File: config.mk
export PLATFORM = sky130hd
export DESIGN_NAME = sensor_ctrl
export DESIGN_NICKNAME = d
export VERILOG_FILES = /design/src/soc_pkg.sv /design/src/sensor_ctrl.sv
export VERILOG_INCLUDE_DIRS = /design/src
export SDC_FILE = /design/constraint.sdc
export NUM_CORES = 1
export LEC_CHECK = 0
export BUFFER_PORTS_ARGS = -buffer_cell sky130_fd_sc_hd__buf_2
export CORE_MARGIN = 2
export CORE_UTILIZATION = 59
export CTS_BUF_LIST = sky130_fd_sc_hd__clkbuf_16
export CTS_CLUSTER_DIAMETER = 150
export CTS_CLUSTER_SIZE = 40
export DETAILED_ROUTE_END_ITERATION = 7
export MAX_ROUTING_LAYER = met4
export PLACE_DENSITY_LB_ADDON = 0.12
export SLEW_MARGIN = 15
export SYNTH_ARGS = -nofsm -noshare
export SYNTH_HDL_FRONTEND = slang
export SYNTH_SLANG_ARGS = --single-unit
File: constraint.sdc
create_clock -name clk -period 4.59 [get_ports clk]
set_input_delay 0.2295 -clock clk [delete_from_list [all_inputs] [get_ports clk]]
set_output_delay 0.2295 -clock clk [all_outputs]
set_load 0.01 [all_outputs]
File: src/soc_config.svh
`ifndef SOC_CONFIG_SVH
`define SOC_CONFIG_SVH

// Bus widths. Addresses count words.
`define SOC_ADDR_W 12
`define SOC_DATA_W 32

// Address bits above this one select the region.
`define SOC_REGION_LSB 10

`define SOC_SRAM_DEPTH   256
`define SOC_SENSOR_DEPTH 16

`endif

File: src/soc_pkg.sv
`include "soc_config.svh"

package soc_pkg;

    typedef logic [`SOC_ADDR_W-1:0]     addr_t;
    typedef logic [`SOC_DATA_W-1:0]     data_t;
    typedef logic [`SOC_REGION_LSB-1:0] off_t;

    typedef struct packed {
        addr_t addr;
        data_t wdata;
        logic  we;
    } bus_req_t;

    typedef struct packed {
        data_t rdata;
        logic  err;
    } bus_rsp_t;

    typedef enum logic [1:0] {
        REG_SRAM   = 2'd0,
        REG_SENSOR = 2'd1,
        REG_DMA    = 2'd2,
        REG_NONE   = 2'd3
    } region_e;

    typedef enum logic {
        XB_IDLE,
        XB_WAIT_RSP
    } xbar_state_e;

    typedef enum logic [2:0] {
        DMA_IDLE,
        RD_REQ,
        RD_WAIT,
        WR_REQ,
        WR_WAIT
    } dma_state_e;

endpackage

File: src/sensor_ctrl.sv
`timescale 1ns/10ps
`include "soc_config.svh"

module sensor_ctrl (
    input  logic              clk,
    input  logic              rst,
    input  logic              req_valid_i,
    input  soc_pkg::bus_req_t req_i,
    output logic              req_ready_o,
    output logic              rsp_valid_o,
    output soc_pkg::bus_rsp_t rsp_o,
    input  logic              sensor_ready_i,
    input  soc_pkg::data_t    sensor_data_i,
    output logic              sensor_en_o,
    output logic              sensor_int_o
);

    localparam int IDX_W    = $clog2(`SOC_SENSOR_DEPTH);
    localparam int CNT_W    = IDX_W + 1;
    localparam int FULL_BIT = 8;

    soc_pkg::data_t   buffer [`SOC_SENSOR_DEPTH];
    logic [CNT_W-1:0] count_q;
    logic             enable_q;
    logic             int_q;
    logic             full;
    logic             sample;
    logic             ctrl_wr;
    soc_pkg::off_t    off;
    soc_pkg::data_t   rd_data;

    assign req_ready_o  = 1'b1;
    assign off          = req_i.addr[`SOC_REGION_LSB-1:0];
    assign full         = (count_q == CNT_W'(`SOC_SENSOR_DEPTH));
    assign ctrl_wr      = req_valid_i && req_i.we && (off == '0);
    assign sample       = enable_q && sensor_ready_i && !full && !ctrl_wr;
    assign sensor_en_o  = enable_q;
    assign sensor_int_o = int_q;

    // Last sample drops enable and raises the interrupt on the same edge.
    always_ff @(posedge clk or posedge rst) begin
        if (rst) begin
            enable_q <= 1'b0;
            count_q  <= '0;
            int_q    <= 1'b0;
        end else if (ctrl_wr) begin
            enable_q <= req_i.wdata[0];
            count_q  <= '0;
            int_q    <= 1'b0;
        end else if (sample) begin
            count_q <= count_q + 1'b1;
            if (count_q == CNT_W'(`SOC_SENSOR_DEPTH - 1)) begin
                enable_q <= 1'b0;
                int_q    <= 1'b1;
            end
        end
    end

    // STATUS holds the count in the low bits and full in bit 8.
    always_comb begin
        rd_data = '0;
        if (off == soc_pkg::off_t'(0)) begin
            rd_data[0] = enable_q;
        end else if (off == soc_pkg::off_t'(1)) begin
            rd_data[CNT_W-1:0] = count_q;
            rd_data[FULL_BIT]  = full;
        end else if (off[`SOC_REGION_LSB-1:IDX_W] == 1) begin
            rd_data = buffer[off[IDX_W-1:0]];
        end
    end

    always_ff @(posedge clk or posedge rst) begin
        if (rst) begin
            rsp_valid_o <= 1'b0;
        end else begin
            rsp_valid_o <= req_valid_i;
        end
    end

    always_ff @(posedge clk) begin
        if (sample) begin
            buffer[count_q[IDX_W-1:0]] <= sensor_data_i;
        end
        if (req_valid_i) begin
            rsp_o.rdata <= req_i.we ? '0 : rd_data;
            rsp_o.err   <= 1'b0;
        end
    end

endmodule

==> impl_metrics.tcl, run 1 <==
set metrics [dict create \
    outcome "finished, final reports clean" \
    crit_type "flip-flop to flip-flop" \
    synth_warnings 0 \
    dieHeight_um 193 \
    final_area_um2 22700 \
    post-route-period-util_pct 70.6 \
    ys_seq_area_share_pct 78.6 \
    cts_num_sinks 552 \
    port_buffers 82 \
    drc 0 \
    finalSetupViolCount 0 \
    drt-total-wl_um 40300 \
    postPlaceCellArea_um2 22200 \
    drive_gt1_share_pct 28.6 \
    io_pins 118 \
    gp_congestion 0.708 \
    fill_cells 2309 \
    synth_seq_cells 552 \
    ant_nets 0 \
    num_rows 69 \
    dieArea_um2 37200 \
    synthFlopType "edfxtp_1" \
    setup_tns_ns 0 \
    postLayoutSetupSlackWorst_ns 1.35 \
    avgSynthCellArea_um2 23.2 \
    dp_hpwl_um 22300 \
    async_reset_ff_share_pct 1.45 \
    critPathCaptureType "flip-flop" \
    grt_pass1_vias 9253 \
    core_um2 35300 \
    worst_slew_pin_slew_ns 1.04 \
    start_util_pct 59.6 \
    syn_area_um2 21000 \
    antenna_found_initial 2 \
    clk_path_buf_depth 3 \
    netlist_instances 907 \
    period_minus_slack_ns 3.24 \
    critPathLaunchType "flip-flop" \
    maxCapViolCount 0 \
    utilization_pct 64.2 \
    cts_root_buf "clkbuf_16" \
    cts_inserted_buffers 17 \
    cts-resized-gates 0 \
    syn-num-nets 993 \
    cts_tree "built" \
    dr.pass1.iters 5 \
    rsz0062_at_grt "false" \
    grt.overflow.total 0 \
    fin_skew_ns 0.0253 \
    crit_buf_inv 2 \
    grtUsageTotal_pct 23.1 \
    vdd_drop_max_uv 376 \
    slowest_stage "nor2_4" \
    insertion_delay_ns 0.55 \
    synth_edf_count 544 \
    power_density_nw_per_um2 350 \
    areaGrowthSynthToFinish_pct 7.71 \
    p_leak_nw 7.23 \
    slowest_delay_ns 0.76 \
    die_w_um 193 \
    path_clk_slew_ns 0.14 \
    grt_pass1_wl_um 59600 \
    crit_fanout 20 \
    worst_ep_arrival_time_ns 3.47 \
    drt-initial-drc-count 904 \
    crit_required_ns 4.82 \
    pre_cts_ws_ns 1.12 \
    hold_viol_final 0 \
    grt_max_degree 78 \
    yosysUniqueCellTypes 44 \
    relSlewSlack_pct 30.9 \
    nets 1078 \
    viasPerCell 6.22 \
    wire_per_inst_um 27.6 \
    h-tree-depth 1 \
    postCtsSetupBuffers 0 \
    vias 9081 \
    fmax_mhz 309 \
    path_delay_family "simple AND/OR/NAND/NOR gates" \
    finalMaxSlewViolations 0 \
    hp-class "input pin to flip-flop" \
    worstPathCellList "inv_1 > ha_1 > nand4bb_1 > and2_1 > nand3_1 > nor2_4 > buf_4" \
]
## layer usage
| layer | up-vias | track usage, % | share of wire (%) |
|---|---|---|---|
| li1 | 3985 | - | - |
| met1 | 4841 | 33.9 | 44 |
| met2 | 235 | 37.4 | 50 |
| met3 | 20 | 2.02 | 4.8 |
| met4 | 0 | 2.73 | 0.78 |
| met5 | - | - | 0 |
## cells in the mapped netlist (3+ instances only)
cell | n | share of area, %
a21oi_1 | 3 | 0.071
a22oi_1 | 3 | 0.11
buf_1 | 7 | 0.12
buf_2 | 18 | 0.43
buf_4 | 6 | 0.21
buf_6 | 3 | 0.16
clkbuf_1 | 12 | 0.21
dfrtp_1 | 8 | 0.95
edfxtp_1 | 544 | 78
ha_1 | 5 | 0.30
inv_1 | 5 | 0.089
mux2_2 | 6 | 0.32
mux2i_1 | 58 | 2.8
mux4_2 | 128 | 14
nand2_1 | 6 | 0.11
nand2b_1 | 3 | 0.089
nand3_1 | 7 | 0.17
nor2_1 | 20 | 0.36
nor3_1 | 4 | 0.095
nor4_1 | 3 | 0.089
o22ai_1 | 26 | 0.77
or4_4 | 3 | 0.16
## report_power, final
group,switching (W),total [W],leakage (nW),internal [W]
clock,0.00133,0.00202,0.241,0.000691
combinational,0.000208,0.000366,1.94,0.000158
sequential,0.00000775,0.00554,5.05,0.00554
## through the flow
step | hold WS (ns) | std cells | power [W]
floorplan | 0.0452 | 907 | 0.00589
finish | 0.0354 | 1459 | 0.00793
detailed placement | 0.190 | 1432 | 0.00603
global route | 0.0287 | 1459 | 0.00816
CTS | 0.0149 | 1457 | 0.00799
global placement | 0.189 | 1432 | 0.00602
## flip-flops by register name, indices dropped and copies added, names as in the netlist
signal and count:
rsp_valid_o 1, sensor_en_o 1, sensor_int_o 1, count_q 5
buffer 512, rsp_o 32
## logic make-up after synthesis
group	after synthesis	share of synthesized area (%)
multiplexers	192	16.8
AND/OR/NAND/NOR	60	1.65
XOR/XNOR	3	0.125
AO/OA/AOI/OAI	42	1.29
buffers and inverters	51	1.23
flip-flops	552	78.6
adder cells (fa/ha/maj)	5	0.297
other	2	0.0357
## cell type report
class                   count  area (um2)  share of cell area, %
diodes                      2        5.00                 0.0221
clock buffers              17         425                   1.88
clock inverters             6        27.5                  0.121
inverters                   5        18.8                 0.0828
multi-input cells         304        4360                   19.2
flip-flops and latches    552       16500                   73.0
well taps                 461         577                   2.55
repair buffers            112         717                   3.16
## worst paths after layout
path / end / slack [ns] / depth (start not counted) / start
setup / recovery: buffer[11][9] / 1.35 / 7 / count_q[0]
hold / removal: buffer[5][8] / 0.04 / 1 / sensor_data_i[8]
setup reg to reg: buffer[11][9] / 1.35 / 7 / count_q[0]
hold reg to reg: sensor_int_o / 0.53 / 2 / sensor_int_o
max in group asynchronous: count_q[2] / 4.21 / 3 / rst
min in group asynchronous: rsp_valid_o / 0.15 / 3 / rst
## layout by cell type (no fill, tap or decap), types with 2 or more instances in the layout
cell type,count
and2_1,2
mux2i_1,58
dfrtp_1,8
nor2_4,13
buf_4,25
or4_4,3
diode_2,2
xor2_1,2
conb_1,2
dlygate4sd3_1,2
nor4_1,3
a22oi_1,3
o22ai_1,26
nand4_1,2
nand2_1,6
nor3_2,4
edfxtp_1,544
nor2_1,8
o21ai_1,2
a21oi_1,3
inv_1,10
nand4b_1,2
o211ai_1,2
mux2_2,6
nand3_1,7
ha_1,5
buf_2,79
mux4_2,128
nand2b_1,3
buf_12,5
clkbuf_16,17
## worst reg2reg max path, cell delays in order (launching register included)
cell       delay (ns)
dfrtp_1          0.50
inv_1            0.10
ha_1             0.23
nand4bb_1        0.18
and2_1           0.36
nand3_1          0.38
nor2_4           0.76
buf_4            0.41
## timing repair
action	4_1_cts	5_1_grt
endpoints found under the setup margin	0	0
hold buffers	2	0
endpoints found under the hold margin	9	0
Note: power is estimated with default switching activity, not from simulation.
==> run 2, diff against run 1 <==
Settings changed: CORE_UTILIZATION 59 to 55.
Clock period 4.59 ns to 2.6 ns, I/O delays scaled along.
==> run 2 against run 1 <==
  * Critical path depth did not move
  * Clock skew shrank 0.0042 ns
  * Combinational power grew 95%
  * Via count grew 3.5%
  * Core utilization is 1.6 points lower
  * Cell count grew 7.3%
  * Non-clock buffer count increased by 57
  * Hold slack got worse by 0.010 ns
  * Maximum frequency up 35%
  * Wire length grew 0.51%
  * Critical path type unchanged
==> impl_metrics.tcl, run 2 (synthesized netlist as in run 1, its figures left out) <==
set metrics [dict create \
    min_from "req_valid_i" \
    num_rows 71 \
    postPlaceCellArea_um2 22800 \
    drive_gt1_share_pct 29.7 \
    r2r-end "buffer[0][30]" \
    r2r_cells 7 \
    port_buffers 82 \
    relSlewSlack_pct 54.5 \
    cts_tree "built" \
    postCtsSetupBuffers 0 \
    insertion_delay_ns 0.55 \
    dieArea_um2 39800 \
    drc 0 \
    slowest_stage "dfrtp_1" \
    largest_reg_flops 512 \
    vias 9397 \
    timing.rr.start "count_q[1]" \
    dp_hpwl_um 23400 \
    hp-class "input pin to flip-flop" \
    hold_end "count_q[0]" \
    wire_per_inst_um 25.9 \
    dr.pass1.iters 5 \
    cts_root_buf "clkbuf_16" \
    grt_pass1_wl_um 61300 \
    finalMaxSlewViolations 0 \
    final_cell_mix "544 x edfxtp_1, 128 x mux4_2, 79 x buf_2, 58 x mux2i_1, 34 x dlygate4sd3_1" \
    grt.overflow.total 0 \
    critPathCaptureType "flip-flop" \
    cts_num_sinks 552 \
    outcome "finished, final reports clean" \
    slowest_delay_ns 0.47 \
    maxCapViolCount 0 \
    hold_viol_final 0 \
    crit_type "flip-flop to flip-flop" \
    utilization_pct 62.5 \
    io_pins 118 \
    worstSetupStartpoint "count_q[1]" \
    mostFrequentLayoutCell "edfxtp_1" \
    whs_ns 0.0255 \
    gp_congestion 0.764 \
    vdd_drop_max_uv 502 \
    power_density_nw_per_um2 598 \
    cts_inserted_buffers 17 \
    viasPerCell 6.00 \
    rrSetupSlack_ns 0.21 \
    final_area_um2 23600 \
    clk_path_buf_depth 3 \
    fin_skew_ns 0.0211 \
    p_leak_nw 7.55 \
    fill_cells 2652 \
    worst_slew_pin_slew_ns 0.676 \
    path_clk_slew_ns 0.15 \
    crit_required_ns 2.85 \
    period_minus_slack_ns 2.39 \
    finalSetupViolCount 0 \
    start_util_pct 55.9 \
    core_um2 37700 \
    fmax_mhz 418 \
    h-tree-depth 1 \
    rsz0062_at_grt "false" \
    num_antenna_cells 0 \
    antenna_found_initial 0 \
    dieHeight_um 200 \
    grtUsageTotal_pct 21.8 \
    drt-initial-drc-count 812 \
    worstPathCellList "inv_1 > ha_1 > nand4bb_1 > and2_1 > nand3_2 > nor3_4 > buf_4" \
    ant_nets 0 \
    critPathLaunchType "flip-flop" \
    worst_ep_arrival_time_ns 2.64 \
    die_w_um 200 \
    grt_pass1_vias 9516 \
    drt-total-wl_um 40500 \
    post-route-period-util_pct 92.0 \
    nets 1135 \
    areaGrowthSynthToFinish_pct 12.0 \
    grt_max_degree 65 \
    min_path_cells 4 \
    crit_fanout 10 \
]
## run 2: cell types whose count changed in the layout (fill, tap and decap cells not counted), sizes merged
cell         delta
inv             +1
dlygate4sd3    +32
diode           -2
buf            +25
## run 2: area by class of cell
| type | instances | area (um2) | share of cell area (%) |
|---|---|---|---|
| sequential | 552 | 16500 | 70.2 |
| timing repair buffer | 169 | 1510 | 6.42 |
| clock inverter | 7 | 31.3 | 0.133 |
| tap | 511 | 639 | 2.71 |
| multi-input combinational | 304 | 4390 | 18.6 |
| inverter | 5 | 18.8 | 0.0797 |
| clock buffer | 17 | 425 | 1.81 |
## run 2: worst max path at each step
stage	end	depth (start not counted)
2_1_floorplan	buffer[5][0]	7
6_report	buffer[0][30]	7
4_1_cts	buffer[0][30]	7
3_5_place_dp	buffer[0][22]	7
5_1_grt	buffer[0][23]	7
3_3_place_gp	buffer[0][21]	7
## run 2: routing by layer
metal	wire [um]	global-route usage, %	part of all wire (%)
met1	18100	31.7	45
met2	20400	35.2	50
met3	1420	1.97	3.5
met4	665	3.51	1.6
met5	0	-	0
## run 2: metrics by stage
stage | TNS (ns) | std cells | setup WS (ns) | power [W]
floorplan | -24.77 | 907 | -0.0895 | 0.0104
global placement | 0 | 1507 | 0.281 | 0.0107
detailed placement | 0 | 1507 | 0.218 | 0.0107
CTS | 0 | 1565 | 0.178 | 0.0142
global route | 0 | 1565 | 0.0433 | 0.0145
finish | 0 | 1565 | 0.208 | 0.0141
## run 2: critical path, delay by kind of cell (launching register included)
kind	cells	cell delay, ns
fa+ha+maj	1	0.22
buf+inv	2	0.37
simple gates	4	1.01
flops	1	0.47
## run 2: report_power, final
part	internal, W	switching [W]
combinational	0.000329	0.000384
clock	0.00122	0.00237
sequential	0.00978	0.0000101
total	0.0113	0.00277
## run 2: repair_timing
| item | 4_1_cts | 5_1_grt |
|---|---|---|
| resized for setup | 0 | 0 |
| hold endpoints to repair | 521 | 0 |
| endpoints found under the setup margin | 0 | 0 |
| hold buffers | 34 | 0 |
