### src/soc_config.svh
`ifndef SOC_CONFIG_SVH
`define SOC_CONFIG_SVH

// Bus widths. Addresses count words.
`define SOC_ADDR_W 12
`define SOC_DATA_W 32

// Address bits above this one select the region.
`define SOC_REGION_LSB 10

`define SOC_SRAM_DEPTH   256
`define SOC_SENSOR_DEPTH 16

`endif

### src/soc_pkg.sv
`include "soc_config.svh"

package soc_pkg;

    typedef logic [`SOC_ADDR_W-1:0]     addr_t;
    typedef logic [`SOC_DATA_W-1:0]     data_t;
    typedef logic [`SOC_REGION_LSB-1:0] off_t;

    typedef struct packed {
        addr_t addr;
        data_t wdata;
        logic  we;
    } bus_req_t;

    typedef struct packed {
        data_t rdata;
        logic  err;
    } bus_rsp_t;

    typedef enum logic [1:0] {
        REG_SRAM   = 2'd0,
        REG_SENSOR = 2'd1,
        REG_DMA    = 2'd2,
        REG_NONE   = 2'd3
    } region_e;

    typedef enum logic {
        XB_IDLE,
        XB_WAIT_RSP
    } xbar_state_e;

    typedef enum logic [2:0] {
        DMA_IDLE,
        RD_REQ,
        RD_WAIT,
        WR_REQ,
        WR_WAIT
    } dma_state_e;

endpackage

### src/bus_xbar.sv
`timescale 1ns/10ps
`include "soc_config.svh"

module bus_xbar (
    input  logic              clk,
    input  logic              rst,
    input  logic              m_req_valid_i [2],
    input  soc_pkg::bus_req_t m_req_i       [2],
    output logic              m_req_ready_o [2],
    output logic              m_rsp_valid_o [2],
    output soc_pkg::bus_rsp_t m_rsp_o       [2],
    output logic              s_req_valid_o [3],
    output soc_pkg::bus_req_t s_req_o       [3],
    input  logic              s_rsp_valid_i [3],
    input  soc_pkg::bus_rsp_t s_rsp_i       [3]
);

    soc_pkg::xbar_state_e state_q;
    soc_pkg::region_e     region_q;
    soc_pkg::region_e     region_c;
    logic                 rr_ptr_q;
    logic                 gnt_q;
    logic                 gnt_c;
    logic                 req_any;
    logic                 accept;
    soc_pkg::bus_req_t    req_c;
    logic                 rsp_valid;
    soc_pkg::bus_rsp_t    rsp;

    assign req_any = m_req_valid_i[0] | m_req_valid_i[1];

    // The pointer names the master that wins a tie.
    always_comb begin
        if (m_req_valid_i[0] && m_req_valid_i[1]) begin
            gnt_c = rr_ptr_q;
        end else begin
            gnt_c = m_req_valid_i[1];
        end
    end

    assign accept   = (state_q == soc_pkg::XB_IDLE) && req_any;
    assign req_c    = m_req_i[gnt_c];
    assign region_c = soc_pkg::region_e'(req_c.addr[`SOC_ADDR_W-1:`SOC_REGION_LSB]);

    assign m_req_ready_o[0] = accept && !gnt_c;
    assign m_req_ready_o[1] = accept && gnt_c;

    assign s_req_valid_o[0] = accept && (region_c == soc_pkg::REG_SRAM);
    assign s_req_valid_o[1] = accept && (region_c == soc_pkg::REG_SENSOR);
    assign s_req_valid_o[2] = accept && (region_c == soc_pkg::REG_DMA);
    assign s_req_o[0] = req_c;
    assign s_req_o[1] = req_c;
    assign s_req_o[2] = req_c;

    // Unmapped accesses are answered here one cycle after acceptance.
    always_comb begin
        rsp_valid = 1'b0;
        rsp       = '0;
        if (state_q == soc_pkg::XB_WAIT_RSP) begin
            case (region_q)
                soc_pkg::REG_SRAM: begin
                    rsp_valid = s_rsp_valid_i[0];
                    rsp       = s_rsp_i[0];
                end
                soc_pkg::REG_SENSOR: begin
                    rsp_valid = s_rsp_valid_i[1];
                    rsp       = s_rsp_i[1];
                end
                soc_pkg::REG_DMA: begin
                    rsp_valid = s_rsp_valid_i[2];
                    rsp       = s_rsp_i[2];
                end
                default: begin
                    rsp_valid = 1'b1;
                    rsp.err   = 1'b1;
                end
            endcase
        end
    end

    assign m_rsp_valid_o[0] = rsp_valid && !gnt_q;
    assign m_rsp_valid_o[1] = rsp_valid && gnt_q;
    assign m_rsp_o[0] = rsp;
    assign m_rsp_o[1] = rsp;

    always_ff @(posedge clk or posedge rst) begin
        if (rst) begin
            state_q  <= soc_pkg::XB_IDLE;
            region_q <= soc_pkg::REG_SRAM;
            rr_ptr_q <= 1'b0;
            gnt_q    <= 1'b0;
        end else begin
            case (state_q)
                soc_pkg::XB_IDLE: begin
                    if (accept) begin
                        state_q  <= soc_pkg::XB_WAIT_RSP;
                        region_q <= region_c;
                        gnt_q    <= gnt_c;
                        rr_ptr_q <= ~gnt_c;
                    end
                end
                soc_pkg::XB_WAIT_RSP: begin
                    if (rsp_valid) begin
                        state_q <= soc_pkg::XB_IDLE;
                    end
                end
                default: state_q <= soc_pkg::XB_IDLE;
            endcase
        end
    end

endmodule

### config.mk
export PLATFORM = sky130hd
export DESIGN_NAME = bus_xbar
export DESIGN_NICKNAME = d
export VERILOG_FILES = /design/src/soc_pkg.sv /design/src/bus_xbar.sv
export VERILOG_INCLUDE_DIRS = /design/src
export SDC_FILE = /design/constraint.sdc
export NUM_CORES = 1
export LEC_CHECK = 0
export ABC_AREA = 1
export BUFFER_PORTS_ARGS = -buffer_cell sky130_fd_sc_hd__buf_2
export CAP_MARGIN = 10
export CORE_AREA = 4 4 156 158
export DETAILED_ROUTE_END_ITERATION = 6
export DIE_AREA = 0 0 160 162
export PLACE_DENSITY = 0.48
export SLEW_MARGIN = 30
export SYNTH_ARGS = -nofsm -noshare
export SYNTH_HDL_FRONTEND = slang
export SYNTH_SLANG_ARGS = --single-unit
### constraint.sdc
create_clock -name clk -period 1.2 [get_ports clk]
set_clock_uncertainty 0.05 [all_clocks]
set_input_delay 0 -clock clk [delete_from_list [all_inputs] [get_ports clk]]
set_output_delay 0 -clock clk [all_outputs]
set_load 0.01 [all_outputs]
==> results of run 1 <==
logic make-up (layout without fill, tap and decap cells):
| group | count (synthesis) | count (layout) | share of synthesized area |
|---|---|---|---|
| other | 0 | 4 | 0 |
| buffers and inverters | 190 | 495 | 0.455 |
| AND/OR/NAND/NOR | 326 | 326 | 0.482 |
| AO/OA/AOI/OAI | 7 | 7 | 0.0159 |
| flip-flops | 5 | 5 | 0.0468 |
routing by layer:
layer / up-vias / part of all wire / GRT usage
li1: 2073 / - / -
met1: 1955 / 0.35 / 0.136
met2: 270 / 0.54 / 0.252
met3: 23 / 0.079 / 0.0299
met4: 2 / 0.030 / 0.0458
met5: - / 0.00071 / 0
registers in the layout, summed over array words and instances, names as in the netlist:
signal / flops
state_q: 1
region_q: 2
gnt_q: 1
rr_ptr_q: 1
path summary, 6_finish.rpt:
| path | startpoint | to | slack [ps] |
|---|---|---|---|
| min | s_rsp_valid_i[2] | state_q | 40 |
| max reg2reg | region_q[0] | state_q | -90 |
| min in group asynchronous | rst | gnt_q | 190 |
| min reg2reg | rr_ptr_q | rr_ptr_q | 490 |
| max | region_q[0] | m_rsp_o[15] | -360 |
| max in group asynchronous | rst | region_q[0] | 710 |
layout make-up:
| type | instances | share of cell area |
|---|---|---|
| antenna | 4 | 0.00142 |
| sequential | 5 | 0.0181 |
| inverter | 44 | 0.0261 |
| clock buffer | 4 | 0.0112 |
| timing repair buffer | 447 | 0.554 |
| tap | 290 | 0.0514 |
| multi-input combinational | 333 | 0.338 |
power by group:
| part | switching (uW) | total (uW) | leakage [uW] | internal (uW) |
|---|---|---|---|---|
| sequential | 128 | 388 | 0.0000581 | 260 |
| combinational | 6030 | 12100 | 0.00382 | 6020 |
| clock | 108 | 548 | 0.0000382 | 440 |
cells in the final DEF, fill, tap and decap left out:
master         synthesis  layout
a21oi_1                1       1
buf_12                 0      12
buf_16                 0       6
buf_2                  9     204
buf_4                131      15
buf_6                  0     207
buf_8                  0       2
clkbuf_1               4       1
clkbuf_16              0       3
dfrtp_1                5       3
dfrtp_2                0       2
diode_2                0       4
dlygate4sd3_1          0       1
inv_1                 42       6
inv_16                 0       1
inv_2                  2      36
inv_4                  0       1
nand2_1              277     128
nand2_2                0      46
nand2_4                0      98
nand2_8                0       5
nand3_1               39      27
nand3_2                0       9
nand3_4                0       3
nor2_1                 7       1
nor2_2                 1       3
nor2_4                 2       6
o21ai_0                3       1
o21ai_1                0       2
o21bai_1               3       3
critical path, delay by kind of cell, from the launching register on:
family / cells / cell delay, ps
simple gates: 4 / 380
buf+inv: 4 / 440
flops: 1 / 460
through the flow:
step / util / instances / cell area (sq um) / TNS (ps) / total power, uW
finish: 0.305 / 1127 / 7060 / -58690 / 13000
global route: 0.305 / 1127 / 7060 / -73200 / 13900
CTS: 0.293 / 1123 / 6780 / -60840 / 12500
detailed placement: 0.190 / 1101 / 4380 / -20280 / 8250
global placement: 0.190 / 1101 / 4380 / -20840 / 8270
floorplan: - / 528 / 2920 / -548 / 6490
what timing repair did:
action,in CTS,in global routing
gates resized for setup,441,68
cloned,7,0
setup endpoints to repair,211,213
setup buffers,10,2
hold endpoints to repair,5,0
pin swaps,47,17
hold buffers,1,0
==> results.json, run 1 <==
{
  "drv_slew": 0,
  "clk_pin_slew_worst_paths_ps": 30,
  "crit_slowest_cell": "dfrtp_2",
  "hold_class": "in -> reg",
  "die_h_microns": 162,
  "setup_ws_ps": -360,
  "yosys.cell_count.top_type": "nand2_1",
  "row_count": 56,
  "r2r_cells": 8,
  "grt_pass1_wl_microns": 26600,
  "synth_edf_count": 0,
  "setup_viol": 211,
  "drt-pass1-iter-count": 4,
  "slowest_delay_ps": 460,
  "final_nets": 1030,
  "post_synth_main_area_contributors": "nand2_1, buf_4, nand3_1",
  "gr-total-overflow": 0,
  "syn_nets": 724,
  "synth_warnings": 0,
  "clock-sinks": 5,
  "syn_area_per_cell_sq_um": 5.07,
  "synth_top_area_cell": "nand2_1",
  "post-route-period-util": 1.30,
  "routed_wl_microns": 18400,
  "globalplace.congestion": 0.797,
  "ant_nets": 0,
  "p_leak_uw": 0.00392,
  "vias": 4323,
  "port_buffers": 403,
  "clkLatencyLatePin_ps": 230,
  "status": "finished with violations",
  "tightest_slew_ps": 279,
  "max_freq_mhz": 641,
  "cts_tree": "done",
  "grt_max_degree": 25,
  "worstSetupEndpointType": "output pin",
  "required_ps": 1150,
  "synthTopCellsByCount": "nand2_1, buf_4, inv_1",
  "cts_max_path_buffers": 2,
  "ir_drop_mv": 0.656,
  "fillCellCount": 2422,
  "grt_pass1_vias": 4693,
  "drtIter0Drc": 189,
  "crit_chain": "inv_2 > nor2_4 > buf_12 > nand2_1 > nand3_1 > nand2_1 > inv_2 > buf_2",
  "core_area_sq_mm": 0.0231,
  "cts_buffers": 3,
  "violations": "setup timing",
  "critPathLaunchType": "flop",
  "htree_levels": 1,
  "viasPerCell": 3.84,
  "wl_per_cell_microns": 16.3,
  "antenna_found_initial": 5,
  "maxCapViolCount": 0,
  "async_flop_share": 1.00,
  "place.detailed.hpwl_microns": 13500,
  "seqCellArea_sq_um": 128,
  "holdPathStages": 4,
  "ys_seq_area_frac": 0.0468,
  "hold_violations": 0,
  "p_per_area_mw_per_mm2": 1840,
  "drc": 0,
  "syn_area_sq_mm": 0.00268,
  "path_class": "reg -> out",
  "synth_cell_types": 16,
  "pre_cts_ws_ps": -218,
  "ys_ff_latch": 5,
  "multi_input_area_sq_mm": 0.00238,
  "cp.arrival_ps": 1510,
  "hold_ws_ps": 43.9,
  "root_buffer": "clkbuf_16",
  "track_usage": 0.130,
  "post-synth-top-area-fraction": 0.389,
  "num_io_pins": 404,
  "cp_max_fo": 18,
  "rsz0062_at_grt": "yes",
  "area_growth_pct": 164,
  "layout-drive-gt1-share": 0.791,
  "synthCells": 528,
  "final.min_clock_period_ps": 1560,
  "die_area_sq_mm": 0.0259,
  "relSlewSlack": 0.814,
  "die_x_microns": 160,
  "ys.flop_type": "dfrtp_1",
  "start_util": 0.116
}
Note: power is estimated with default switching activity, not from simulation.
==> run 2, diff against run 1 <==
==> constraint.sdc (replaced) <==
create_clock -name clk -period 1.4 [get_ports clk]
set_clock_uncertainty 0.05 [all_clocks]
set_input_delay 0 -clock clk [delete_from_list [all_inputs] [get_ports clk]]
set_output_delay 0 -clock clk [all_outputs]
set_load 0.01 [all_outputs]
==> results.json, run 2 (synthesis results as in run 1) <==
{
  "pre_cts_ws_ps": -31.4,
  "r2r_end": "region_q[0]",
  "final_cell_area_sq_mm": 0.00642,
  "htree_levels": 1,
  "path_class": "reg -> out",
  "grt_max_degree": 34,
  "intPower_uw": 4750,
  "r2r_slack_ps": 90,
  "grt_pass1_wl_microns": 22300,
  "relSlewSlack": 0.820,
  "mostFrequentLayoutCells": "buf_2, nand2_1, buf_6, nand2_4, nand3_1",
  "area_growth_pct": 140,
  "antenna_found_initial": 4,
  "die_h_microns": 162,
  "final_common_cell": "buf_2",
  "worstSetupEndpointType": "output pin",
  "power.share.clock": 0.049,
  "routed_wl_microns": 17900,
  "max_freq_mhz": 636,
  "required_ps": 1350,
  "slowest_delay_ps": 450,
  "crit_top_cell": "nand2_1",
  "clock-sinks": 5,
  "largest_reg_flops": 2,
  "p_leak_uw": 0.00375,
  "diodes": 0,
  "grt_pass1_vias": 3965,
  "layout-drive-gt1-share": 0.710,
  "drv_slew": 0,
  "drc": 0,
  "power_switching_uw": 4890,
  "maxCapViolCount": 0,
  "p_per_area_mw_per_mm2": 1500,
  "globalplace.congestion": 0.778,
  "cts_buffers": 3,
  "cts_tree": "done",
  "clkLatencyLatePin_ps": 220,
  "top_register": "region_q",
  "row_count": 56,
  "cp_max_fo": 17,
  "wl_per_cell_microns": 16.0,
  "fin_setup_tns_ps": -23050,
  "final.min_clock_period_ps": 1570,
  "gr-total-overflow": 0,
  "num_io_pins": 404,
  "viasPerCell": 3.82,
  "drt-pass1-iter-count": 4,
  "violations": "setup timing",
  "vias": 4271,
  "reg2reg_from": "rr_ptr_q",
  "track_usage": 0.109,
  "pwr-share-comb": 0.918,
  "port_buffers": 403,
  "cts_max_path_buffers": 2,
  "drtIter0Drc": 136,
  "hold_violations": 0,
  "tightest_slew_ps": 268,
  "rsz0062_at_grt": "yes",
  "crit_slowest_cell": "dfrtp_2",
  "p_sw_frac": 0.507,
  "start_util": 0.116,
  "seqPwrFrac": 0.033,
  "crit_start": "region_q[1]",
  "status": "finished with violations",
  "post-route-period-util": 1.12,
  "dpl_cell_area_sq_mm": 0.00421,
  "setup_ws_ps": -173,
  "crit_chain": "nor2_4 > buf_12 > nand2_1 > nand3_1 > nand2_1 > inv_1 > buf_2",
  "place.detailed.hpwl_microns": 13300,
  "core_area_sq_mm": 0.0231,
  "ir_drop_mv": 0.614,
  "hold_class": "in -> reg",
  "root_buffer": "clkbuf_16",
  "setup_viol": 203,
  "cp.arrival_ps": 1520,
  "clk_pin_slew_worst_paths_ps": 30,
  "critPathLaunchType": "flop",
  "ant_nets": 0,
  "die_x_microns": 160,
  "crit_path_end": "m_rsp_o[28]",
  "die_area_sq_mm": 0.0259,
  "r2r_cells": 9,
  "final_nets": 1024
}
==> run 2: repair_timing <==
action / in CTS / in global routing
setup buffers: 8 / 4
endpoints found under the setup margin: 200 / 208
hold buffers: 1 / 0
cloned: 4 / 7
pin swaps: 16 / 40
endpoints found under the hold margin: 5 / 0
gates resized for setup: 115 / 306
==> run 2: how the worst min path moves through the flow <==
stage / from / endpoint / slack [ps] / cells past startpoint
floorplan: rst / gnt_q / -270 / 1
global placement: rst / region_q[0] / -130 / 2
detailed placement: rst / region_q[0] / -130 / 2
CTS: s_rsp_valid_i[2] / state_q / 50 / 4
global route: s_rsp_valid_i[2] / state_q / 80 / 4
finish: s_rsp_valid_i[2] / state_q / 40 / 4
==> run 2: per-layer routing <==
| metal | global-route usage | up-vias | routed length (microns) | share of wire |
|---|---|---|---|---|
| met4 | 0.0117 | 8 | 188 | 0.011 |
| met2 | 0.212 | 257 | 9640 | 0.54 |
| li1 | - | 2053 | - | - |
| met5 | 0 | - | 62 | 0.0035 |
| met3 | 0.0299 | 18 | 1700 | 0.095 |
| met1 | 0.120 | 1935 | 6310 | 0.35 |
==> run 2: through the flow <==
stage	hold slack, ps	power, uW	util	instances
3_3_place_gp	-129	6590	0.182	1090
5_1_grt	80.9	10400	0.278	1117
4_1_cts	53.1	8010	0.210	1107
2_1_floorplan	-271	4870	-	528
3_5_place_dp	-128	6580	0.182	1090
6_report	42.8	9640	0.278	1117
==> run 2: cell type report <==
type,count,area (sq um)
sequential,5,128
inverter,44,184
timing repair inverter,1,11.3
tap,290,363
multi-input combinational,333,2130
clock buffer,4,78.8
timing repair buffer,440,3530
fill,2487,16700
==> run 2: power groups by stage <==
stage | sequential [uW] | clock (uW) | combinational (uW)
after floorplan | 257 | 0 | 4610
after global placement | 306 | 0 | 6280
after detailed placement | 309 | 0 | 6270
after CTS | 317 | 479 | 7210
after global routing | 328 | 493 | 9530
final | 321 | 468 | 8850
==> run 2: worst max-delay path: cells and delay by family, from the launching register on <==
kind	cells	cell delay (ps)
flip-flops	1	450
AND/OR/NAND/NOR	4	440
buffers and inverters	3	390
