[config.mk]
export PLATFORM = sky130hd
export DESIGN_NAME = dma_engine
export DESIGN_NICKNAME = d
export VERILOG_FILES = /design/src/soc_pkg.sv /design/src/dma_engine.sv
export VERILOG_INCLUDE_DIRS = /design/src
export SDC_FILE = /design/constraint.sdc
export NUM_CORES = 1
export LEC_CHECK = 0
export ABC_AREA = 1
export BUFFER_PORTS_ARGS = -buffer_cell sky130_fd_sc_hd__buf_2
export CORE_ASPECT_RATIO = 1.4
export CORE_MARGIN = 2
export CORE_UTILIZATION = 57
export DETAILED_ROUTE_END_ITERATION = 12
export GPL_TIMING_DRIVEN = 1
export PLACE_DENSITY = 0.86
export SYNTH_ARGS = -nofsm -noshare
export SYNTH_HDL_FRONTEND = slang
export SYNTH_SLANG_ARGS = --single-unit
[constraint.sdc]
create_clock -name clk -period 3.5 [get_ports clk]
set_input_delay 0.525 -clock clk [delete_from_list [all_inputs] [get_ports clk]]
set_output_delay 0.525 -clock clk [all_outputs]
set_load 0.005 [all_outputs]
[src/soc_config.svh]
`ifndef SOC_CONFIG_SVH
`define SOC_CONFIG_SVH

// Bus widths. Addresses count words.
`define SOC_ADDR_W 12
`define SOC_DATA_W 32

// Address bits above this one select the region.
`define SOC_REGION_LSB 10

`define SOC_SRAM_DEPTH   256
`define SOC_SENSOR_DEPTH 16

`endif

[src/soc_pkg.sv]
`include "soc_config.svh"

package soc_pkg;

    typedef logic [`SOC_ADDR_W-1:0]     addr_t;
    typedef logic [`SOC_DATA_W-1:0]     data_t;
    typedef logic [`SOC_REGION_LSB-1:0] off_t;

    typedef struct packed {
        addr_t addr;
        data_t wdata;
        logic  we;
    } bus_req_t;

    typedef struct packed {
        data_t rdata;
        logic  err;
    } bus_rsp_t;

    typedef enum logic [1:0] {
        REG_SRAM   = 2'd0,
        REG_SENSOR = 2'd1,
        REG_DMA    = 2'd2,
        REG_NONE   = 2'd3
    } region_e;

    typedef enum logic {
        XB_IDLE,
        XB_WAIT_RSP
    } xbar_state_e;

    typedef enum logic [2:0] {
        DMA_IDLE,
        RD_REQ,
        RD_WAIT,
        WR_REQ,
        WR_WAIT
    } dma_state_e;

endpackage

[src/dma_engine.sv]
`timescale 1ns/10ps
`include "soc_config.svh"

module dma_engine (
    input  logic              clk,
    input  logic              rst,
    input  logic              s_req_valid_i,
    input  soc_pkg::bus_req_t s_req_i,
    output logic              s_req_ready_o,
    output logic              s_rsp_valid_o,
    output soc_pkg::bus_rsp_t s_rsp_o,
    output logic              m_req_valid_o,
    output soc_pkg::bus_req_t m_req_o,
    input  logic              m_req_ready_i,
    input  logic              m_rsp_valid_i,
    input  soc_pkg::bus_rsp_t m_rsp_i,
    output logic              dma_int_o
);

    localparam soc_pkg::off_t OFF_SRC    = 0;
    localparam soc_pkg::off_t OFF_DST    = 1;
    localparam soc_pkg::off_t OFF_LEN    = 2;
    localparam soc_pkg::off_t OFF_CTRL   = 3;
    localparam soc_pkg::off_t OFF_STATUS = 4;

    soc_pkg::dma_state_e state_q;
    soc_pkg::addr_t      src_q;
    soc_pkg::addr_t      dst_q;
    soc_pkg::addr_t      len_q;
    soc_pkg::addr_t      cur_src_q;
    soc_pkg::addr_t      cur_dst_q;
    soc_pkg::addr_t      left_q;
    soc_pkg::data_t      data_q;
    soc_pkg::data_t      rd_data;
    soc_pkg::off_t       off;
    logic                done_q;
    logic                int_q;
    logic                busy;
    logic                reg_wr;
    logic                start;
    logic                int_clr;

    assign s_req_ready_o = 1'b1;
    assign off           = s_req_i.addr[`SOC_REGION_LSB-1:0];
    assign reg_wr        = s_req_valid_i && s_req_i.we;
    assign busy          = (state_q != soc_pkg::DMA_IDLE);
    assign start         = reg_wr && (off == OFF_CTRL) && s_req_i.wdata[0] && !busy;
    assign int_clr       = reg_wr && (off == OFF_CTRL) && s_req_i.wdata[1];
    assign dma_int_o     = int_q;

    always_ff @(posedge clk or posedge rst) begin
        if (rst) begin
            src_q <= '0;
            dst_q <= '0;
            len_q <= '0;
        end else if (reg_wr) begin
            case (off)
                OFF_SRC: src_q <= s_req_i.wdata[`SOC_ADDR_W-1:0];
                OFF_DST: dst_q <= s_req_i.wdata[`SOC_ADDR_W-1:0];
                OFF_LEN: len_q <= s_req_i.wdata[`SOC_ADDR_W-1:0];
                default: ;
            endcase
        end
    end

    always_comb begin
        rd_data = '0;
        case (off)
            OFF_SRC:    rd_data[`SOC_ADDR_W-1:0] = src_q;
            OFF_DST:    rd_data[`SOC_ADDR_W-1:0] = dst_q;
            OFF_LEN:    rd_data[`SOC_ADDR_W-1:0] = len_q;
            OFF_STATUS: rd_data[1:0] = {done_q, busy};
            default:    ;
        endcase
    end

    always_ff @(posedge clk or posedge rst) begin
        if (rst) begin
            s_rsp_valid_o <= 1'b0;
        end else begin
            s_rsp_valid_o <= s_req_valid_i;
        end
    end

    always_ff @(posedge clk) begin
        if (s_req_valid_i) begin
            s_rsp_o.rdata <= s_req_i.we ? '0 : rd_data;
            s_rsp_o.err   <= 1'b0;
        end
    end

    // One word is a read followed by a write.
    always_ff @(posedge clk or posedge rst) begin
        if (rst) begin
            state_q <= soc_pkg::DMA_IDLE;
            left_q  <= '0;
            done_q  <= 1'b0;
            int_q   <= 1'b0;
        end else begin
            if (int_clr) begin
                int_q <= 1'b0;
            end
            case (state_q)
                soc_pkg::DMA_IDLE: begin
                    if (start) begin
                        left_q <= len_q;
                        if (len_q == '0) begin
                            done_q <= 1'b1;
                            int_q  <= 1'b1;
                        end else begin
                            done_q  <= 1'b0;
                            state_q <= soc_pkg::RD_REQ;
                        end
                    end
                end
                soc_pkg::RD_REQ: begin
                    if (m_req_ready_i) begin
                        state_q <= soc_pkg::RD_WAIT;
                    end
                end
                soc_pkg::RD_WAIT: begin
                    if (m_rsp_valid_i) begin
                        state_q <= soc_pkg::WR_REQ;
                    end
                end
                soc_pkg::WR_REQ: begin
                    if (m_req_ready_i) begin
                        state_q <= soc_pkg::WR_WAIT;
                    end
                end
                soc_pkg::WR_WAIT: begin
                    if (m_rsp_valid_i) begin
                        left_q <= left_q - 1'b1;
                        if (left_q == soc_pkg::addr_t'(1)) begin
                            state_q <= soc_pkg::DMA_IDLE;
                            done_q  <= 1'b1;
                            int_q   <= 1'b1;
                        end else begin
                            state_q <= soc_pkg::RD_REQ;
                        end
                    end
                end
                default: state_q <= soc_pkg::DMA_IDLE;
            endcase
        end
    end

    always_ff @(posedge clk) begin
        if (start) begin
            cur_src_q <= src_q;
            cur_dst_q <= dst_q;
        end
        if ((state_q == soc_pkg::RD_WAIT) && m_rsp_valid_i) begin
            data_q <= m_rsp_i.rdata;
        end
        if ((state_q == soc_pkg::WR_WAIT) && m_rsp_valid_i) begin
            cur_src_q <= cur_src_q + 1'b1;
            cur_dst_q <= cur_dst_q + 1'b1;
        end
    end

    assign m_req_valid_o = (state_q == soc_pkg::RD_REQ) || (state_q == soc_pkg::WR_REQ);
    assign m_req_o.addr  = (state_q == soc_pkg::WR_REQ) ? cur_dst_q : cur_src_q;
    assign m_req_o.wdata = data_q;
    assign m_req_o.we    = (state_q == soc_pkg::WR_REQ);

endmodule

==> results of run 1 <==
==> power groups by stage <==
stage	Sequential, uW	Combinational, uW	Clock [uW]
4_1_cts	1760	701	1610
2_1_floorplan	1780	437	0
6_report	1760	698	1610
3_3_place_gp	1780	663	0
3_5_place_dp	1790	694	0
5_1_grt	1780	778	1680
==> how the worst min path moves through the flow <==
stage                 from          to  slack (ps)  depth (start not counted)
2_1_floorplan    len_q[10]   len_q[10]         450                          2
3_3_place_gp      len_q[2]    len_q[2]         470                          2
3_5_place_dp      len_q[3]    len_q[3]         470                          2
4_1_cts                rst   left_q[5]         230                          2
5_1_grt        m_rsp_i[28]  data_q[27]         260                          1
6_report               rst    dst_q[8]         210                          2
==> final cells by class <==
cell class	instances	area, um2
Fill cell	814	3173
Inverter	87	326.6
Multi-Input combinational cell	443	2102
Sequential cell	122	3393
Clock inverter	14	112.6
Tap cell	138	172.7
Clock buffer	18	429.2
Timing Repair Buffer	125	640.6
==> per-layer routing <==
layer | vias to the layer above | wire length (um) | global-route usage
li1 | 2419 | - | -
met1 | 2433 | 5503 | 0.2952
met2 | 263 | 8659 | 0.5219
met3 | 53 | 1020 | 0.07410
met4 | 0 | 729 | 0.1399
met5 | - | 0 | 0
==> logic make-up (layout without fill, tap and decap cells) <==
family | count (synthesis) | after routing
adders and majority gates | 4 | 4
buffers and inverters | 129 | 244
DFF | 122 | 122
other | 2 | 22
and+or+nand+nor | 294 | 294
xor gates and xnor gates | 11 | 11
AOI/OAI and AO/OA | 112 | 112
==> flip-flops by register name, indices dropped and copies added, names as in the netlist <==
register and cells:
cur_dst_q 12, cur_src_q 12, data_q 32, dma_int_o 1
done_q 1, dst_q 12, left_q 12, len_q 12
s_rsp_o 12, s_rsp_valid_o 1, src_q 12, state_q 3
==> critical path, stage by stage, from the launching register on <==
cell and delay (ps):
dfrtp_1 380, inv_1 60, nor2_1 160, nand2_1 470
inv_1 420, nand2_1 90, nand2_1 70, buf_2 110
==> per-stage QoR <==
step	area [um2]	utilization	hold WS (ps)	total power [uW]
after global routing	7177	0.6934	259.1	4233
after CTS	7177	0.6934	231.0	4078
after floorplan	6091	-	453.0	2216
after global placement	6635	0.6411	466.0	2443
after detailed placement	6635	0.6411	474.3	2483
final	7177	0.6934	208.0	4072
==> layout by cell type (no fill, tap or decap), drive strengths merged <==
cell	instances
buf	125
ha	4
o21ai	85
a22oi	1
nand2	192
inv	93
and3	1
nand4	16
nor3	8
clkinv	6
conb	22
o211ai	11
a21oi	10
a31oi	1
nor2	47
edfxtp	68
a22o	2
xnor2	4
clkbuf	18
nand3	30
xor2	7
o31ai	2
dfrtp	54
clkinvlp	2
==> flow_metrics.tcl, run 1 <==
set metrics [dict create \
    insertion_delay_ps 420 \
    synth_top_area_frac 0.3394 \
    yosys.area_share.xor_xnor 0.01601 \
    antenna_found_initial 0 \
    fin_crit_sh 0.7755 \
    floorplan.core_area_um2 10350 \
    initial_utilization 0.5812 \
    postCtsHoldBufs 0 \
    dp_hpwl_um 11520 \
    hp-class "input pin to async pin" \
    fp.dieH_um 125.6 \
    numCtsBuffers 17 \
    num_rows 44 \
    grt_pass1_wl_um 24950 \
    p_clk_frac 0.396 \
    sequentialPowerShare 0.433 \
    vias 5168 \
    cts.repair.resized 0 \
    first_iter_violations 605 \
    synth_top_area_cell "edfxtp_1" \
    switching_share 0.3057 \
    ys_seq_area_frac 0.5641 \
    crit_path_end_kind "output port" \
    drv_slew 0 \
    clk_path_buf_depth 2 \
    crit_start "state_q[0]" \
    drc_errors 0 \
    dp.cells 915 \
    cts-root-buf "clkbuf_16" \
    setup_viol 0 \
    netlist_area_um2 6016 \
    postSynthCellCount 674 \
    antenna_left 0 \
    routabilityCongestion 0.9048 \
    cts.sinks 122 \
    clk_pin_slew_worst_paths_ps 60 \
    cts_tree "yes" \
    diodes 0 \
    fmax_mhz 368.4 \
    r2r_slack_ps 1200 \
    die-area_um2 11400 \
    synthMuxAreaShare 0 \
    dp_slack_ps 1005 \
    synthMostInstantiatedCell "nand2_1" \
    fin_crit_ps 2714 \
    reg2reg_to "cur_dst_q[10]" \
    firstDrtPassIters 7 \
    arrival_ps 2190 \
    p_comb_frac 0.171 \
    yosys.area_share.simple 0.2105 \
    grt.total_usage 0.2833 \
    synth_common_cells "nand2_1 (186), inv_1 (85), edfxtp_1 (68)" \
    required_ps 2970 \
    grt.overflow.total 0 \
    h-tree-depth 4 \
    power_leakage_uw 0.003399 \
    drive_gt1_frac 0.2126 \
    r2r-start "state_q[1]" \
    rsz0062_at_grt "no" \
    synth_cell_type_count 34 \
    cp_max_fo 22 \
    skew_ps 7.440 \
    worst_pin_slew_ps 858.9 \
    synth_compound_area_frac 0.1005 \
    final_nets 883 \
    status "finished clean" \
    synthTopCellsByArea "edfxtp_1 (34%), dfrtp_1 (22%), nand2_1 (12%)" \
    yosys_warnings 0 \
    power.switching_uw 1245 \
    fin_ws_ps 785.9 \
    cts_setup_buffers 0 \
    slew_headroom 0.4254 \
    grt_pass1_vias 5150 \
    synth-edff-count 68 \
    hold_viol 0 \
    syn_area_per_cell_um2 8.925 \
    ir_drop_mv 0.3609 \
    p_per_area_nw_per_um2 567.4 \
    area_growth_pct 19.30 \
    ios 165 \
    critPathKind "register to output port" \
    startpoint_type "register" \
    fin_cells 947 \
    async_flop_share 0.4426 \
    fp.dieW_um 90.83 \
    drt-total-wl_um 15910 \
    port_buffers 119 \
    wl_per_cell_um 16.80 \
    cap_violations 0 \
    synth_adder_area_share 0.008319 \
    endpoint "m_req_o[41]" \
    p_int_uw 2827 \
    avgViaCountPerCell 5.457 \
    synth_top_family_by_area "simple AND/OR/NAND/NOR gates" \
    ff2ff_path_depth 9 \
    grt_start_max_net_pins 41 \
    setup_tns_ps 0 \
    ys.flop_type "edfxtp_1" \
    ys_seq_elements 122 \
]
No activity file was read; power rests on OpenSTA's default activity.
==> run 2: changes to the inputs <==
CORE_UTILIZATION = 48   (was 57)
PLACE_DENSITY = 0.77   (was 0.86)
clock period = 2.2 ns   (was 3.5 ns; I/O delays follow)
==> flow_metrics.tcl, run 2 (synthesis gave the netlist of run 1 again) <==
set metrics [dict create \
    status "finished clean" \
    drv_slew 0 \
    ios 165 \
    layout_commonest_cell "nand2_1" \
    firstDrtPassIters 6 \
    slowest_stage "dfrtp_1" \
    rsz0062_at_grt "no" \
    port_buffers 119 \
    antenna_left 0 \
    fin_ws_ps 235.1 \
    drt-total-wl_um 13910 \
    grtUsageMet3 0.05398 \
    largest_reg_flops 32 \
    ir_drop_mv 0.5097 \
    area_growth_pct 22.11 \
    hp-class "input pin to register" \
    grt_use_met1 0.2332 \
    layout_common_cells "nand2_1 (186), buf_2 (119), inv_1 (84), edfxtp_1 (68), dfrtp_1 (54)" \
    diodes 0 \
    fin_crit_ps 1965 \
    cts.repair.resized 0 \
    cts-root-buf "clkbuf_16" \
    die-area_um2 13460 \
    num_rows 48 \
    setup_viol 0 \
    antenna_found_initial 0 \
    required_ps 1870 \
    clk_pin_slew_worst_paths_ps 60 \
    grt.overflow.total 0 \
    grt_pass1_vias 4658 \
    grt_busiest_layer "met2" \
    drc_errors 0 \
    insertion_delay_ps 410 \
    critical-path-max-stage-delay_ps 410 \
    startpoint_type "register" \
    slew_headroom 0.6459 \
    holdWs_ps 88.60 \
    numCtsBuffers 17 \
    top_register "data_q" \
    crit_path_end_kind "output port" \
    h-tree-depth 4 \
    skew_ps 5.357 \
    cp_max_fo 21 \
    critPathKind "register to output port" \
    fmax_mhz 508.9 \
    arrival_ps 1630 \
    avgViaCountPerCell 5.084 \
    final_nets 887 \
    fin_crit_sh 0.8931 \
    hold_viol 0 \
    final_core_util 0.5966 \
    fp.dieW_um 98.62 \
    setup_tns_ps 0 \
    worst_pin_slew_ps 529.9 \
    grt_start_max_net_pins 41 \
    grt.total_usage 0.2118 \
    cts_tree "yes" \
    routabilityCongestion 0.9962 \
    floorplan.core_area_um2 12310 \
    initial_utilization 0.4886 \
    vias 4896 \
    cap_violations 0 \
    wl_per_cell_um 14.44 \
    critical-path-top-delay-family "flip-flops" \
    grt_pass1_wl_um 22350 \
    fp.dieH_um 136.5 \
    first_iter_violations 360 \
    final_area_um2 7346 \
    dp_slack_ps 281.5 \
    cts.sinks 122 \
    dpl-instance-area_um2 6698 \
    dp_hpwl_um 10300 \
    p_per_area_nw_per_um2 936.5 \
    power_leakage_uw 0.003468 \
    met2_usage 0.3821 \
    drive_gt1_frac 0.2165 \
    clk_path_buf_depth 2 \
    path_cells "nor2_1 -> nand2_1 -> buf_4 -> o21ai_0 -> buf_2" \
    worst-path-buf-inv 2 \
]
run 2: routing by layer:
metal	wire, um	vias to the layer above
li1	-	2428
met1	5258	2223
met2	7183	210
met3	983	35
met4	483	0
met5	0	-
run 2: cell type report:
class	count	area, um2
Timing Repair Buffer	129	698.2
Tap cell	150	187.7
Fill cell	1092	4966
Inverter	87	326.6
Clock inverter	15	212.7
Multi-Input combinational cell	443	2102
Sequential cell	122	3393
Clock buffer	17	425.4
run 2: worst paths after layout:
path                       cells after the start        from  slack, ps             to
max                                            5  state_q[2]        240    m_req_o[42]
min                                            1  m_rsp_i[4]         90      data_q[3]
max reg2reg                                    8  state_q[1]        320  cur_src_q[10]
min reg2reg                                    2    len_q[5]        500       len_q[5]
max in group asynchronous                      4         rst       1160       src_q[4]
min in group asynchronous                      3         rst        490      left_q[9]
run 2: timing repair:
item                                    in CTS  in global routing
hold buffers                                 1                  0
setup buffers                                0                  0
endpoints found under the hold margin       21                  0
endpoints found under the setup margin       0                  0
run 2: where the power goes:
group	switching, uW	internal [uW]
combinational	711	377
clock	1080	1920
sequential	121	2670
total	1910	4970
run 2: through the flow:
| step | instances | total power, uW |
|---|---|---|
| after detailed placement | 930 | 3932 |
| after global routing | 963 | 7211 |
| after floorplan | 694 | 3526 |
| final | 963 | 6880 |
| after global placement | 930 | 3899 |
| after CTS | 963 | 6938 |
